File: config.mk
export PLATFORM = sky130hd
export DESIGN_NAME = fpu_core
export DESIGN_NICKNAME = d
export VERILOG_FILES = /design/src/common/fpu_pkg.sv /design/src/fpu_core/fp_add.sv /design/src/fpu_core/fp_mul.sv /design/src/fpu_core/fpu_core.sv /design/src/verilog/fp_bitops.sv /design/src/verilog/fp_compare.sv
export SDC_FILE = /design/constraint.sdc
export NUM_CORES = 2
export LEC_CHECK = 0
export BUFFER_PORTS_ARGS = -buffer_cell sky130_fd_sc_hd__buf_2
export CAP_MARGIN = 20
export CORE_ASPECT_RATIO = 0.8
export CORE_MARGIN = 5
export CORE_UTILIZATION = 50
export DETAILED_ROUTE_END_ITERATION = 8
export PLACE_DENSITY_LB_ADDON = 0.05
export SYNTH_ARGS = -nofsm -noshare
export SYNTH_HDL_FRONTEND = slang
export SYNTH_SLANG_ARGS = --single-unit
File: constraint.sdc
create_clock -name g_clk -period 9.75 [get_ports g_clk]
set_clock_uncertainty 0.05 [all_clocks]
set_input_delay 0.975 -clock g_clk [delete_from_list [all_inputs] [get_ports g_clk]]
set_output_delay 0.975 -clock g_clk [all_outputs]
set_load 0.05 [all_outputs]
File: src/common/fpu_pkg.sv
////////////////////////////////////////////////////////////
// single precision only; subnormals are taken as zero by the
// arithmetic units, rounding is truncation toward zero
////////////////////////////////////////////////////////////
package fpu_pkg;

  // one float word, seen as raw bits or as ieee fields
  typedef union packed {
    logic [31:0] raw;     // moves, integer view
    struct packed {
      logic        sign;
      logic [7:0]  exp;
      logic [22:0] man;
    } f;
  } fp_word_t;

  //////////////////////////////////////////////////////////
  // operation select codes
  localparam logic [4:0] op_fadd    = 5'd0;
  localparam logic [4:0] op_fsub    = 5'd1;
  localparam logic [4:0] op_fmul    = 5'd2;
  localparam logic [4:0] op_fsgnj   = 5'd5;
  localparam logic [4:0] op_fsgnjn  = 5'd6;
  localparam logic [4:0] op_fsgnjx  = 5'd7;
  localparam logic [4:0] op_fmax    = 5'd8;
  localparam logic [4:0] op_fmin    = 5'd9;
  localparam logic [4:0] op_feq     = 5'd10;
  localparam logic [4:0] op_flt     = 5'd11;
  localparam logic [4:0] op_fle     = 5'd12;
  localparam logic [4:0] op_fmv_x_w = 5'd13;
  localparam logic [4:0] op_fclass  = 5'd14;
  localparam logic [4:0] op_fmv_w_x = 5'd15;

  // float constants
  localparam logic [31:0] fp_canon_nan = 32'h7fc0_0000;
  localparam logic [31:0] fp_pos_inf   = 32'h7f80_0000;
  localparam logic [7:0]  fp_exp_bias  = 8'd127;
  localparam logic [7:0]  fp_exp_max   = 8'd255;

  //////////////////////////////////////////////////////////
  // fsm encodings
  localparam logic [2:0] add_idle  = 3'd0;
  localparam logic [2:0] add_align = 3'd1;  // one bit per cycle
  localparam logic [2:0] add_sum   = 3'd2;
  localparam logic [2:0] add_norm  = 3'd3;  // one bit per cycle
  localparam logic [2:0] add_pack  = 3'd4;
  localparam logic [1:0] mul_idle  = 2'd0;
  localparam logic [1:0] mul_prod  = 2'd1;
  localparam logic [1:0] mul_norm  = 2'd2;
  localparam logic [1:0] mul_pack  = 2'd3;
  localparam logic       core_idle = 1'b0;
  localparam logic       core_busy = 1'b1;

endpackage

File: src/fpu_core/fp_add.sv
////////////////////////////////////////////////////////////
// no guard bits kept; subnormal in counts as zero
// latency 1 cycle for specials, up to about 54 otherwise
////////////////////////////////////////////////////////////
module fp_add (
  input  logic              g_clk,
  input  logic              g_rst,
  input  logic              start,     // one-cycle launch
  input  logic              sub,       // subtract, negates b
  input  fpu_pkg::fp_word_t a,
  input  fpu_pkg::fp_word_t b,
  output fpu_pkg::fp_word_t result,
  output logic              done       // result valid this cycle
);
  import fpu_pkg::*;

  logic [2:0]        st;
  logic              sa, sb, sr;       // operand and result signs
  logic [7:0]        ea, eb;
  logic [23:0]       ma, mb;           // hidden bit included
  logic [24:0]       sum;              // one carry bit on top
  logic signed [9:0] er;               // room for over/underflow

  logic     bs;                        // effective sign of b
  logic     a_nan, b_nan, a_inf, b_inf, a_zero, b_zero;
  logic     spec_hit;
  fp_word_t spec_res;

  assign bs     = b.f.sign ^ sub;
  assign a_zero = (a.f.exp == '0);     // subnormals too
  assign b_zero = (b.f.exp == '0);
  assign a_inf  = (a.f.exp == fp_exp_max) && (a.f.man == '0);
  assign b_inf  = (b.f.exp == fp_exp_max) && (b.f.man == '0);
  assign a_nan  = (a.f.exp == fp_exp_max) && (a.f.man != '0);
  assign b_nan  = (b.f.exp == fp_exp_max) && (b.f.man != '0);

  // special cases settled straight from the inputs
  always_comb begin
    spec_hit     = 1'b1;
    spec_res.raw = fp_canon_nan;
    if (a_nan || b_nan || (a_inf && b_inf && (a.f.sign != bs))) begin
      spec_res.raw = fp_canon_nan;     // nan, or inf - inf
    end else if (a_inf) begin
      spec_res = a;
    end else if (b_inf) begin
      spec_res.raw = {bs, b.raw[30:0]};
    end else if (a_zero && b_zero) begin
      spec_res.raw = {a.f.sign & bs, 31'b0};  // -0 only if both -0
    end else if (a_zero) begin
      spec_res.raw = {bs, b.raw[30:0]};
    end else if (b_zero) begin
      spec_res = a;
    end else begin
      spec_hit = 1'b0;
    end
  end

  always_ff @(posedge g_clk) begin
    if (g_rst) begin
      st   <= add_idle;
      done <= 1'b0;
    end else begin
      done <= 1'b0;
      case (st)
        add_idle: if (start) begin
          if (spec_hit) begin
            result <= spec_res;
            done   <= 1'b1;
          end else begin
            sa <= a.f.sign;
            sb <= bs;
            ea <= a.f.exp;
            eb <= b.f.exp;
            ma <= {1'b1, a.f.man};
            mb <= {1'b1, b.f.man};
            st <= add_align;
          end
        end
        add_align: begin               // shift the smaller one right
          if (ea == eb) begin
            st <= add_sum;
          end else if (ea < eb) begin
            if (ma == '0) ea <= eb;    // all bits gone, snap
            else begin
              ma <= ma >> 1;
              ea <= ea + 8'd1;
            end
          end else begin
            if (mb == '0) eb <= ea;
            else begin
              mb <= mb >> 1;
              eb <= eb + 8'd1;
            end
          end
        end
        add_sum: begin
          er <= {2'b00, ea};
          if (sa == sb) begin
            sum <= {1'b0, ma} + {1'b0, mb};
            sr  <= sa;
          end else if (ma >= mb) begin
            sum <= {1'b0, ma - mb};
            sr  <= sa;
          end else begin
            sum <= {1'b0, mb - ma};
            sr  <= sb;
          end
          st <= add_norm;
        end
        add_norm: begin
          if (sum == '0) begin
            st <= add_pack;            // exact cancellation
          end else if (sum[24]) begin
            sum <= sum >> 1;           // carry out, lsb dropped
            er  <= er + 10'sd1;
          end else if (!sum[23]) begin
            sum <= sum << 1;
            er  <= er - 10'sd1;
          end else begin
            st <= add_pack;
          end
        end
        default: begin                 // add_pack
          done <= 1'b1;
          st   <= add_idle;
          if (sum == '0) result.raw <= '0;  // cancelled sum is +0
          else if (er >= $signed({2'b00, fp_exp_max})) result.raw <= {sr, fp_pos_inf[30:0]};
          else if (er <= 10'sd0) result.raw <= {sr, 31'b0};  // flush tiny
          else begin
            result.f.sign <= sr;
            result.f.exp  <= er[7:0];
            result.f.man  <= sum[22:0];
          end
        end
      endcase
    end
  end

endmodule

File: src/fpu_core/fp_mul.sv
////////////////////////////////////////////////////////////
// done exactly 4 cycles after start; truncating, no subnormals
////////////////////////////////////////////////////////////
module fp_mul (
  input  logic              g_clk,
  input  logic              g_rst,
  input  logic              start,
  input  fpu_pkg::fp_word_t a,
  input  fpu_pkg::fp_word_t b,
  output fpu_pkg::fp_word_t result,
  output logic              done
);
  import fpu_pkg::*;

  logic [1:0]        st;
  logic              spec;             // special case caught at unpack
  fp_word_t          spec_res;
  logic              sr;
  logic signed [9:0] er;               // biased, may leave 1..254
  logic [23:0]       ma, mb;
  logic [47:0]       prod;
  logic [22:0]       mn;               // normalized fraction

  logic a_nan, b_nan, a_inf, b_inf, a_zero, b_zero, s;

  assign s      = a.f.sign ^ b.f.sign;
  assign a_zero = (a.f.exp == '0);     // subnormal as zero
  assign b_zero = (b.f.exp == '0);
  assign a_inf  = (a.f.exp == fp_exp_max) && (a.f.man == '0);
  assign b_inf  = (b.f.exp == fp_exp_max) && (b.f.man == '0);
  assign a_nan  = (a.f.exp == fp_exp_max) && (a.f.man != '0);
  assign b_nan  = (b.f.exp == fp_exp_max) && (b.f.man != '0);

  always_ff @(posedge g_clk) begin
    if (g_rst) begin
      st   <= mul_idle;
      done <= 1'b0;
    end else begin
      done <= 1'b0;
      case (st)
        mul_idle: if (start) begin     // unpack stage
          spec <= a_nan || b_nan || a_inf || b_inf || a_zero || b_zero;
          if (a_nan || b_nan || ((a_inf || b_inf) && (a_zero || b_zero)))
            spec_res.raw <= fp_canon_nan;  // nan, inf * 0
          else if (a_inf || b_inf) spec_res.raw <= {s, fp_pos_inf[30:0]};
          else spec_res.raw <= {s, 31'b0};
          sr <= s;
          er <= $signed({2'b00, a.f.exp}) + $signed({2'b00, b.f.exp})
                - $signed({2'b00, fp_exp_bias});
          ma <= {1'b1, a.f.man};
          mb <= {1'b1, b.f.man};
          st <= mul_prod;
        end
        mul_prod: begin
          prod <= ma * mb;             // 24 x 24
          st   <= mul_norm;
        end
        mul_norm: begin                // product in [1,4), one step
          if (prod[47]) begin
            mn <= prod[46:24];
            er <= er + 10'sd1;
          end else begin
            mn <= prod[45:23];
          end
          st <= mul_pack;
        end
        default: begin                 // mul_pack
          done <= 1'b1;
          st   <= mul_idle;
          if (spec) result <= spec_res;
          else if (er >= $signed({2'b00, fp_exp_max})) result.raw <= {sr, fp_pos_inf[30:0]};
          else if (er <= 10'sd0) result.raw <= {sr, 31'b0};
          else begin
            result.f.sign <= sr;
            result.f.exp  <= er[7:0];
            result.f.man  <= mn;       // truncated
          end
        end
      endcase
    end
  end

endmodule

File: src/fpu_core/fpu_core.sv
////////////////////////////////////////////////////////////
// upstream must hold fpu_sel, a and b while stall is high;
// one op in flight, res is valid the cycle after acceptance
////////////////////////////////////////////////////////////
module fpu_core (
  input  logic              g_clk,
  input  logic              g_rst,
  input  logic [4:0]        fpu_sel,   // operation select from decode
  input  fpu_pkg::fp_word_t a,
  input  fpu_pkg::fp_word_t b,
  output fpu_pkg::fp_word_t res,
  output logic              stall      // hold the pipeline
);
  import fpu_pkg::*;

  logic     state;                     // idle / busy
  logic     is_add, is_mul, is_arith;
  logic     add_start, mul_start;
  logic     add_done, mul_done, unit_done;
  logic     capture;
  fp_word_t add_res, mul_res, cmp_res, sgnj_res, misc_res;
  fp_word_t next_res;

  ////////////////////////////////////////////////////////////
  // decode and launch
  assign is_add   = (fpu_sel == op_fadd) || (fpu_sel == op_fsub);
  assign is_mul   = (fpu_sel == op_fmul);
  assign is_arith = is_add || is_mul;

  assign add_start = (state == core_idle) && is_add;  // first cycle only
  assign mul_start = (state == core_idle) && is_mul;
  assign unit_done = is_add ? add_done : mul_done;

  // high from the first cycle, drops in the done cycle
  assign stall   = is_arith && !((state == core_busy) && unit_done);
  assign capture = !stall;

  always_ff @(posedge g_clk) begin
    if (g_rst) begin
      state <= core_idle;
    end else if (state == core_idle) begin
      if (is_arith) state <= core_busy;
    end else if (unit_done) begin
      state <= core_idle;               // retire, next op starts fresh
    end
  end

  ////////////////////////////////////////////////////////////
  // execution units
  fp_add u_fp_add (
    .g_clk  (g_clk),
    .g_rst  (g_rst),
    .start  (add_start),
    .sub    (fpu_sel == op_fsub),        // sign of b flipped inside
    .a      (a),
    .b      (b),
    .result (add_res),
    .done   (add_done)
  );

  fp_mul u_fp_mul (
    .g_clk  (g_clk),
    .g_rst  (g_rst),
    .start  (mul_start),
    .a      (a),
    .b      (b),
    .result (mul_res),
    .done   (mul_done)
  );

  fp_compare u_fp_compare (
    .a       (a),
    .b       (b),
    .cmp_sel (fpu_sel[2:0]),
    .result  (cmp_res)
  );

  fp_bitops u_fp_bitops (
    .a           (a),
    .b           (b),
    .bit_sel     (fpu_sel[1:0]),
    .sgnj_result (sgnj_res),
    .misc_result (misc_res)
  );

  // result select
  always_comb begin
    case (fpu_sel)
      op_fadd, op_fsub:                   next_res = add_res;
      op_fmul:                            next_res = mul_res;
      op_fsgnj, op_fsgnjn, op_fsgnjx:     next_res = sgnj_res;
      op_fmax, op_fmin, op_feq, op_flt,
      op_fle:                             next_res = cmp_res;
      op_fmv_x_w, op_fclass, op_fmv_w_x:  next_res = misc_res;
      default:                            next_res.raw = fp_canon_nan;
    endcase
  end

  always_ff @(posedge g_clk) begin
    if (g_rst) begin
      res <= '0;
    end else if (capture) begin
      res <= next_res;                  // unit result only valid with done
    end
  end

endmodule

File: src/verilog/fp_bitops.sv
////////////////////////////////////////////////////////////
// combinational; fclass reads raw bits, subnormals reported
////////////////////////////////////////////////////////////
module fp_bitops (
  input  fpu_pkg::fp_word_t a,
  input  fpu_pkg::fp_word_t b,
  input  logic [1:0]        bit_sel,      // low op code bits
  output fpu_pkg::fp_word_t sgnj_result,  // fsgnj family
  output fpu_pkg::fp_word_t misc_result   // moves or fclass
);
  import fpu_pkg::*;

  logic       exp_ones, exp_zero, man_zero;
  logic [9:0] cls;                     // one-hot class

  // sign injection, magnitude always from a
  always_comb begin
    sgnj_result = a;
    case (bit_sel)
      2'b01:   sgnj_result.f.sign = b.f.sign;             // fsgnj
      2'b10:   sgnj_result.f.sign = ~b.f.sign;            // fsgnjn
      2'b11:   sgnj_result.f.sign = a.f.sign ^ b.f.sign;  // fsgnjx
      default: sgnj_result.f.sign = a.f.sign;
    endcase
  end

  ////////////////////////////////////////////////////////////
  // classification of a
  assign exp_ones = (a.f.exp == fp_exp_max);
  assign exp_zero = (a.f.exp == '0);
  assign man_zero = (a.f.man == '0);

  assign cls[0] =  a.f.sign && exp_ones && man_zero;   // -inf
  assign cls[1] =  a.f.sign && !exp_ones && !exp_zero; // -normal
  assign cls[2] =  a.f.sign && exp_zero && !man_zero;  // -subnormal
  assign cls[3] =  a.f.sign && exp_zero && man_zero;   // -0
  assign cls[4] = !a.f.sign && exp_zero && man_zero;   // +0
  assign cls[5] = !a.f.sign && exp_zero && !man_zero;
  assign cls[6] = !a.f.sign && !exp_ones && !exp_zero;
  assign cls[7] = !a.f.sign && exp_ones && man_zero;   // +inf
  assign cls[8] = exp_ones && !man_zero && !a.f.man[22];  // signaling
  assign cls[9] = exp_ones && a.f.man[22];              // quiet nan

  // fclass on 2'b10, both moves pass a bit for bit
  assign misc_result.raw = (bit_sel == 2'b10) ? {22'b0, cls} : a.raw;

endmodule

File: src/verilog/fp_compare.sv
////////////////////////////////////////////////////////////
// combinational; cmp_sel is the low 3 bits of the op code
////////////////////////////////////////////////////////////
module fp_compare (
  input  fpu_pkg::fp_word_t a,
  input  fpu_pkg::fp_word_t b,
  input  logic [2:0]        cmp_sel,   // max min eq lt le
  output fpu_pkg::fp_word_t result
);
  import fpu_pkg::*;

  logic a_nan, b_nan, any_nan;
  logic both_zero;
  logic ord_lt;                        // total order, -0 < +0
  logic eq, lt;

  assign a_nan     = (a.f.exp == fp_exp_max) && (a.f.man != '0);
  assign b_nan     = (b.f.exp == fp_exp_max) && (b.f.man != '0);
  assign any_nan   = a_nan || b_nan;
  assign both_zero = (a.raw[30:0] == '0) && (b.raw[30:0] == '0);

  // sign first, then magnitude; reversed when both negative
  always_comb begin
    if (a.f.sign != b.f.sign) ord_lt = a.f.sign;
    else if (a.f.sign)        ord_lt = a.raw[30:0] > b.raw[30:0];
    else                      ord_lt = a.raw[30:0] < b.raw[30:0];
  end

  assign eq = (a.raw == b.raw) || both_zero;  // +0 == -0
  assign lt = ord_lt && !both_zero;

  always_comb begin
    result.raw = '0;
    case (cmp_sel)
      3'b000, 3'b001: begin            // fmax, fmin
        if (a_nan && b_nan)            result.raw = fp_canon_nan;
        else if (a_nan)                result = b;  // the other one wins
        else if (b_nan)                result = a;
        else if (ord_lt ^ cmp_sel[0])  result = b;
        else                           result = a;
      end
      3'b010:  result.raw[0] = !any_nan && eq;
      3'b011:  result.raw[0] = !any_nan && lt;
      3'b100:  result.raw[0] = !any_nan && (lt || eq);
      default: result.raw    = fp_canon_nan;  // not reached from core
    endcase
  end

endmodule
Word-level counts from Yosys, hierarchy flattened
Index checks and enable logic that the tools add are counted.

operators by class
  add/sub/neg operators = 10
  multipliers = 1
  magnitude comparators = 8
  equality and inequality tests = 47
  mux-type cells = 90
  bitwise gates (word level) = 10
  reduce and logical (&&, ||, !) cells = 97

operators by type and width
  kind                  count
  $mux W32              15
  $mux W24              12
  $pmux W32 S5          1
  $mux W31              5
  $pmux W24 S2          2
  $mux W8               10
  $mux W25              3
  $pmux W32 S2          1
  $logic_not A31 Y1     2
  $pmux W31 S2          1
  $mux W10              5
  $pmux W25 S2          1
  $logic_not A24 Y1     2
  $mul A24 B24 Y48      1
  $sub A24 B24 Y24      2
  $logic_not A23 Y1     2
  $reduce_bool A23 Y1   2
  $eq A5 B4 Y1 const B  8
  $pmux W10 S2          2
  $logic_and A1 B1 Y1   35
  $eq A32 B32 Y1        1
  $pmux W8 S2           2
  $gt A31 B31 Y1        1
  $lt A31 B31 Y1        1
  other kinds (56)      146

word-level totals
  register bits after elaboration = 367
  output and inout bits = 33
  logic and storage cells = 289

Depth between registers and ports, before layout
  depth in word-level cells = 10
  depth in mapped cells = 27
  gate-level depth less buffers = 26

Modules after synthesis
A second synthesis with hierarchy kept.

unflattened totals
  cells, all modules = 4,355
  area, all modules = 40,236.1 um2

by module, submodules not included
  module      instances  cells each  area an instance (um2)
  fp_mul      1          2,395       23,891.7
  fp_add      1          1,345       11,508.5
  fpu_core    1          265         2,417.3
  fp_compare  1          250         1,760.4
  fp_bitops   1          100         658.1

Least setup slack after synthesis
OpenSTA, ideal clock, no wires.

  path type = in2reg
  start = in fpu_sel[0]
  end = reg u_fp_mul.ma[0], enable pin
  setup time = 0.604 ns
  arrival time = 6.940 ns
  data required time = 9.096 ns
  slack = 2.156 ns
  stages = 6
  path buffers = 1
  cell sequence = buf_2 -> inv_1 -> nand2_1 -> nor2_1 -> inv_1 -> nor4b_1

on the way
  cells in the longest elaborated chain, start to end = 3

RTL lines
  what                         RTL line        RTL
  start: declaration           fpu_core.sv:8   input logic [4:0] fpu_sel,
  $eq A5 B2 Y1                 fpu_core.sv:27  assign is_mul = (fpu_sel == op_fmul);
  $logic_and A1 B1 Y1          fpu_core.sv:31  assign mul_start = (state == core_idle) && is_mul;
  $reduce_and A3 Y1 (no line)  -
  end signal: assignment       fp_mul.sv:50    ma <= {1'b1, a.f.man};
  end: declaration             fp_mul.sv:20    logic [23:0] ma, mb;

Every way passes these cells.
A chain may end at the register's enable or synchronous reset.

Worst setup path in the final report
  start = reg u_fp_mul.mb[8]
  end = reg u_fp_mul.prod[47], data pin

on the way
  cells in the longest elaborated chain, start to end = 1

RTL lines
  what                      RTL line      RTL
  start: declaration        fp_mul.sv:20
  start signal: assignment  fp_mul.sv:51  mb <= {1'b1, b.f.man};
  $mul A24 B24 Y48          fp_mul.sv:55  prod <= ma * mb;
  end signal: assignment    fp_mul.sv:55
  end: declaration          fp_mul.sv:21  logic [47:0] prod;

Every way passes these cells.

==> results summary <==
In the final design database the tool counted between 4000 and 5000 nets. The clock-pin slew on the worst setup and hold paths came out at 0.07 ns. STA classifies the critical path endpoint as a register. After synthesis the cells add up to around 0.038 mm². The mean post-synth cell area came out at between 9 and 10 µm². The worst path in the final design needs a cycle of 8.39 ns, including I/O delays and setup. The number of max-slew violations in the final report was 0.

The maximum single-stage delay on the critical path came out at approximately 0.86 ns. At the later pin of the worst-skew pair, clock insertion delay measures roughly 0.6 ns. After technology mapping, the gate count stands at between 4000 and 5000. The cell area after layout came out at 0.0404 mm².

The setup slack of the worst register-to-register path came out at approximately 1.4 ns. Static timing analysis puts the maximum clock frequency at around 120 MHz. The synthesized flop and latch total came out at roughly 320. After clock tree synthesis, the repair step resized 0 gates. The flow ran to the end, and the final reports show no timing, DRC or antenna violations.

The most prevalent standard cell on the critical path is sky130_fd_sc_hd__fa_1. The die covers 0.0813 mm². The post-DP HPWL is ~97000 µm. On the critical path, the stage with the largest delay is an instance of sky130_fd_sc_hd__edfxtp_1.

The number of endpoints with negative hold slack in the final report is 0. In the finished design, the share of the clock period the worst path needs comes to between 80% and 90%. Across all setup checks in the final design, the least slack found is between 1 and 1.5 ns. The count of unresolved DRC violations after routing came out at 0. The placed instances occupy a cell area of 0.0394 mm². The capture instance of the worst register-to-register path is u_fp_mul.prod[47]$_DFFE_PP_. The sink count of the clock tree came out at between 300 and 400. The number of global-route vias before repair came out at 29125.

The count of port buffers added during placement is between 100 and 150. The number of CTS-inserted buffers came out at 30. The kind of cell with the highest combined delay on the critical path is adder cells.

The pin count of the biggest net entering global routing came out at approximately 80. In the final routed layout, each cell accounts on average for roughly 24 µm. The static leakage came out at about 18 nW. The share of the Yosys chip area taken by registers is a little under a quarter.

The share of post-route cells with drive strength above 1 is 6.97%. The number of ports placed on the die boundary came out at between 100 and 150. The y dimension of the die is around 260 µm. The startpoint identified for the worst hold timing path is u_fp_add.done$_SDFF_PP0_.

The maximum number of buffers from clock root to sink is 3. The total negative setup slack came out at 0 ns. The startpoint identified for the worst register-to-register timing path is u_fp_mul.mb[8]$_DFFE_PP_.

The count of warnings emitted by yosys is 0. The buffer count from post-CTS setup fixing came out at 0. The weighted congestion reported at the end of routability-driven placement came out at about 0.93. TritonCTS built the clock tree. The area of the core is between 0.07 and 0.08 mm². The count of endpoints failing setup in the final report came out at 0.

The number of unique standard cell types used by synthesis came out at 78. The first-iteration detailed-routing DRC count came out at around 3100. The maximum fanout along the worst path came out at 17. The number of placed cells counting well taps came out at a little over 5000. sky130_fd_sc_hd__fa_1 takes more of the synthesized area than any other cell. Among all flip-flop cells after synthesis, the most frequent one is sky130_fd_sc_hd__edfxtp_1. Across the VDD grid, the largest voltage drop is a little under 0.0002 V. In the layout the commonest cells are 720 x sky130_fd_sc_hd__inv_1, 486 x sky130_fd_sc_hd__fa_1, 476 x sky130_fd_sc_hd__nand2_1.

STA puts the critical path data required time at roughly 10 ns. The number of antenna violations at the first check in global routing came out at 7. The post-synthesis to final-layout area growth came out at 6.83%. The critical path in this run is classified as reg -> reg. STA classifies the critical path startpoint as a register. The total power of the final layout came out at around 0.0052 W. The tool flagged a number of max-cap violations equal to 0. The worst slack at placement came out at approximately 1.5 ns. The most common cell after layout, fill and taps aside is sky130_fd_sc_hd__inv_1. The total power divided by cell area came out at 129 mW/mm². The net count after synthesis came out at between 4000 and 5000. The measured slew at the worst slew-check pin is around 1.1 ns. The overall routed net length came out at between 100000 and 150000 µm.

The worst path buffer plus inverter count is 7. After detailed routing, the number of vias per cell comes to approximately 5.8. The hold-critical path depth came out at 1. The count of TritonRoute iterations in the first routing pass came out at 6. In this run the number of H-tree levels came out at 1.

The top-area cell type share of the netlist area came out at 25.7%. The die width came out at roughly 320 µm. The data arrival time of the critical path came out at 8.70 ns. For this design, the CTS-stage hold fixing added 0 buffers. The starting utilization of the core area came out at 50.3%.

The finished layout holds 5134 standard cells, fillers aside. The combined global-route utilization of all metal layers came out at around 30%. The vias after detailed routing came out at 29750.

Yosys attributes the largest share of cell area to sky130_fd_sc_hd__fa_1 26%, sky130_fd_sc_hd__edfxtp_1 22%, sky130_fd_sc_hd__ha_1 10%. The path class of the tightest hold or removal check is reg -> reg. The worst slew margin relative to its limit came out at 23.4%.

The synthesized design contains 275 enable-type register cells. The tree is rooted in a sky130_fd_sc_hd__clkbuf_16. The total grt overflow came out at 0. The path with the worst hold slack has its endpoint at state$_SDFF_PP0_.

The async set-reset flop share out of synthesis is 0%. Setup repair after global routing left no endpoint under its margin. The global-route wire length before repair is between 150000 and 200000 µm. The count of antenna-violating nets left after detailed routing is 0. The number of cells on the worst reg-to-reg path is 26. The row count is 90.
## cell families after synthesis
family	count (synthesis)	share of synthesized area (%)
xor+xnor	90	2.08
buf+inv	922	9.32
compound gates	712	12.1
mux	53	1.53
simple gates	1199	15.2
flops	315	23.9
fa+ha+maj	791	35.8
## power by group
part	internal (W)	total, W	switching, W
combinational	0.000880	0.00238	0.00150
sequential	0.00160	0.00164	0.0000457
clock	0.000629	0.00119	0.000559
total	0.00311	0.00521	0.00210
## per-stage QoR
| stage | hold WS [ns] | util, % |
|---|---|---|
| 4_1_cts | 0.422 | 53.7 |
| 6_report | 0.430 | 53.8 |
| 3_3_place_gp | 0.423 | 52.4 |
| 5_1_grt | 0.439 | 53.7 |
| 3_5_place_dp | 0.393 | 52.4 |
| 2_1_floorplan | 0.381 | - |
## sequential cells by signal, indices dropped and copies added, names as in the netlist, 2 cells and up
name and cells:
res 32, u_fp_add.result 32, u_fp_mul.result 32, u_fp_add.sum 25, u_fp_mul.prod 25, u_fp_add.ma 24, u_fp_add.mb 24, u_fp_mul.ma 23
u_fp_mul.mb 23, u_fp_mul.mn 23, u_fp_add.er 10, u_fp_mul.er 10, u_fp_add.ea 8, u_fp_add.eb 8, u_fp_add.st 3, u_fp_mul.spec_res 3
u_fp_mul.st 2
## synth_stat cells (7+ instances only)
cell / number
sky130_fd_sc_hd__a211o_1: 7
sky130_fd_sc_hd__a211oi_1: 14
sky130_fd_sc_hd__a21o_1: 30
sky130_fd_sc_hd__a21oi_1: 188
sky130_fd_sc_hd__a221oi_1: 23
sky130_fd_sc_hd__a222oi_1: 31
sky130_fd_sc_hd__a22oi_1: 35
sky130_fd_sc_hd__a31oi_1: 22
sky130_fd_sc_hd__and2_1: 251
sky130_fd_sc_hd__and3_1: 31
sky130_fd_sc_hd__buf_2: 13
sky130_fd_sc_hd__clkbuf_1: 171
sky130_fd_sc_hd__dfxtp_1: 40
sky130_fd_sc_hd__edfxtp_1: 275
sky130_fd_sc_hd__fa_1: 486
sky130_fd_sc_hd__ha_1: 305
sky130_fd_sc_hd__inv_1: 721
sky130_fd_sc_hd__mux2_2: 32
sky130_fd_sc_hd__mux2i_1: 19
sky130_fd_sc_hd__nand2_1: 477
sky130_fd_sc_hd__nand2b_1: 21
sky130_fd_sc_hd__nand3_1: 46
sky130_fd_sc_hd__nand4_1: 30
sky130_fd_sc_hd__nor2_1: 205
sky130_fd_sc_hd__nor2b_1: 19
sky130_fd_sc_hd__nor3_1: 40
sky130_fd_sc_hd__nor4_1: 46
sky130_fd_sc_hd__o211ai_1: 14
sky130_fd_sc_hd__o21a_1: 15
sky130_fd_sc_hd__o21ai_0: 200
sky130_fd_sc_hd__o21bai_1: 30
sky130_fd_sc_hd__o221ai_1: 20
sky130_fd_sc_hd__o22ai_1: 11
sky130_fd_sc_hd__o311ai_0: 7
sky130_fd_sc_hd__o31ai_1: 12
sky130_fd_sc_hd__or3_1: 9
sky130_fd_sc_hd__xnor2_1: 71
sky130_fd_sc_hd__xor2_1: 19
## cell type report
class | instances | area, µm²
Fill cell | 7042 | 34800
Multi-Input combinational cell | 2845 | 25300
Sequential cell | 315 | 9060
Inverter | 724 | 2720
Tap cell | 1012 | 1270
Timing Repair Buffer | 177 | 1090
Clock buffer | 37 | 787
Clock inverter | 19 | 168
Antenna cell | 5 | 12.5
## how the worst max path moves through the flow
stage                                        start                     endpoint  slack (ns)  cells past startpoint
after floorplan                         fpu_sel[0]     u_fp_mul.ma[0]$_DFFE_PP_        2.16                      6
after global placement    u_fp_mul.mb[8]$_DFFE_PP_  u_fp_mul.prod[47]$_DFFE_PP_        1.73                     26
after detailed placement  u_fp_mul.mb[8]$_DFFE_PP_  u_fp_mul.prod[47]$_DFFE_PP_        1.53                     26
after CTS                 u_fp_mul.mb[8]$_DFFE_PP_  u_fp_mul.prod[47]$_DFFE_PP_        1.53                     26
after global routing      u_fp_mul.mb[8]$_DFFE_PP_  u_fp_mul.prod[47]$_DFFE_PP_        0.92                     26
final                     u_fp_mul.mb[8]$_DFFE_PP_  u_fp_mul.prod[47]$_DFFE_PP_        1.36                     26
## per-layer routing
metal / part of all wire (%) / up-vias / GRT usage (%)
met5: 0 / - / 0
met4: 1.7 / 0 / 4.17
met3: 13 / 136 / 10.1
met2: 40 / 1470 / 41.5
met1: 45 / 14703 / 46.0
li1: - / 13441 / -
(Power assumes the default switching activity.)
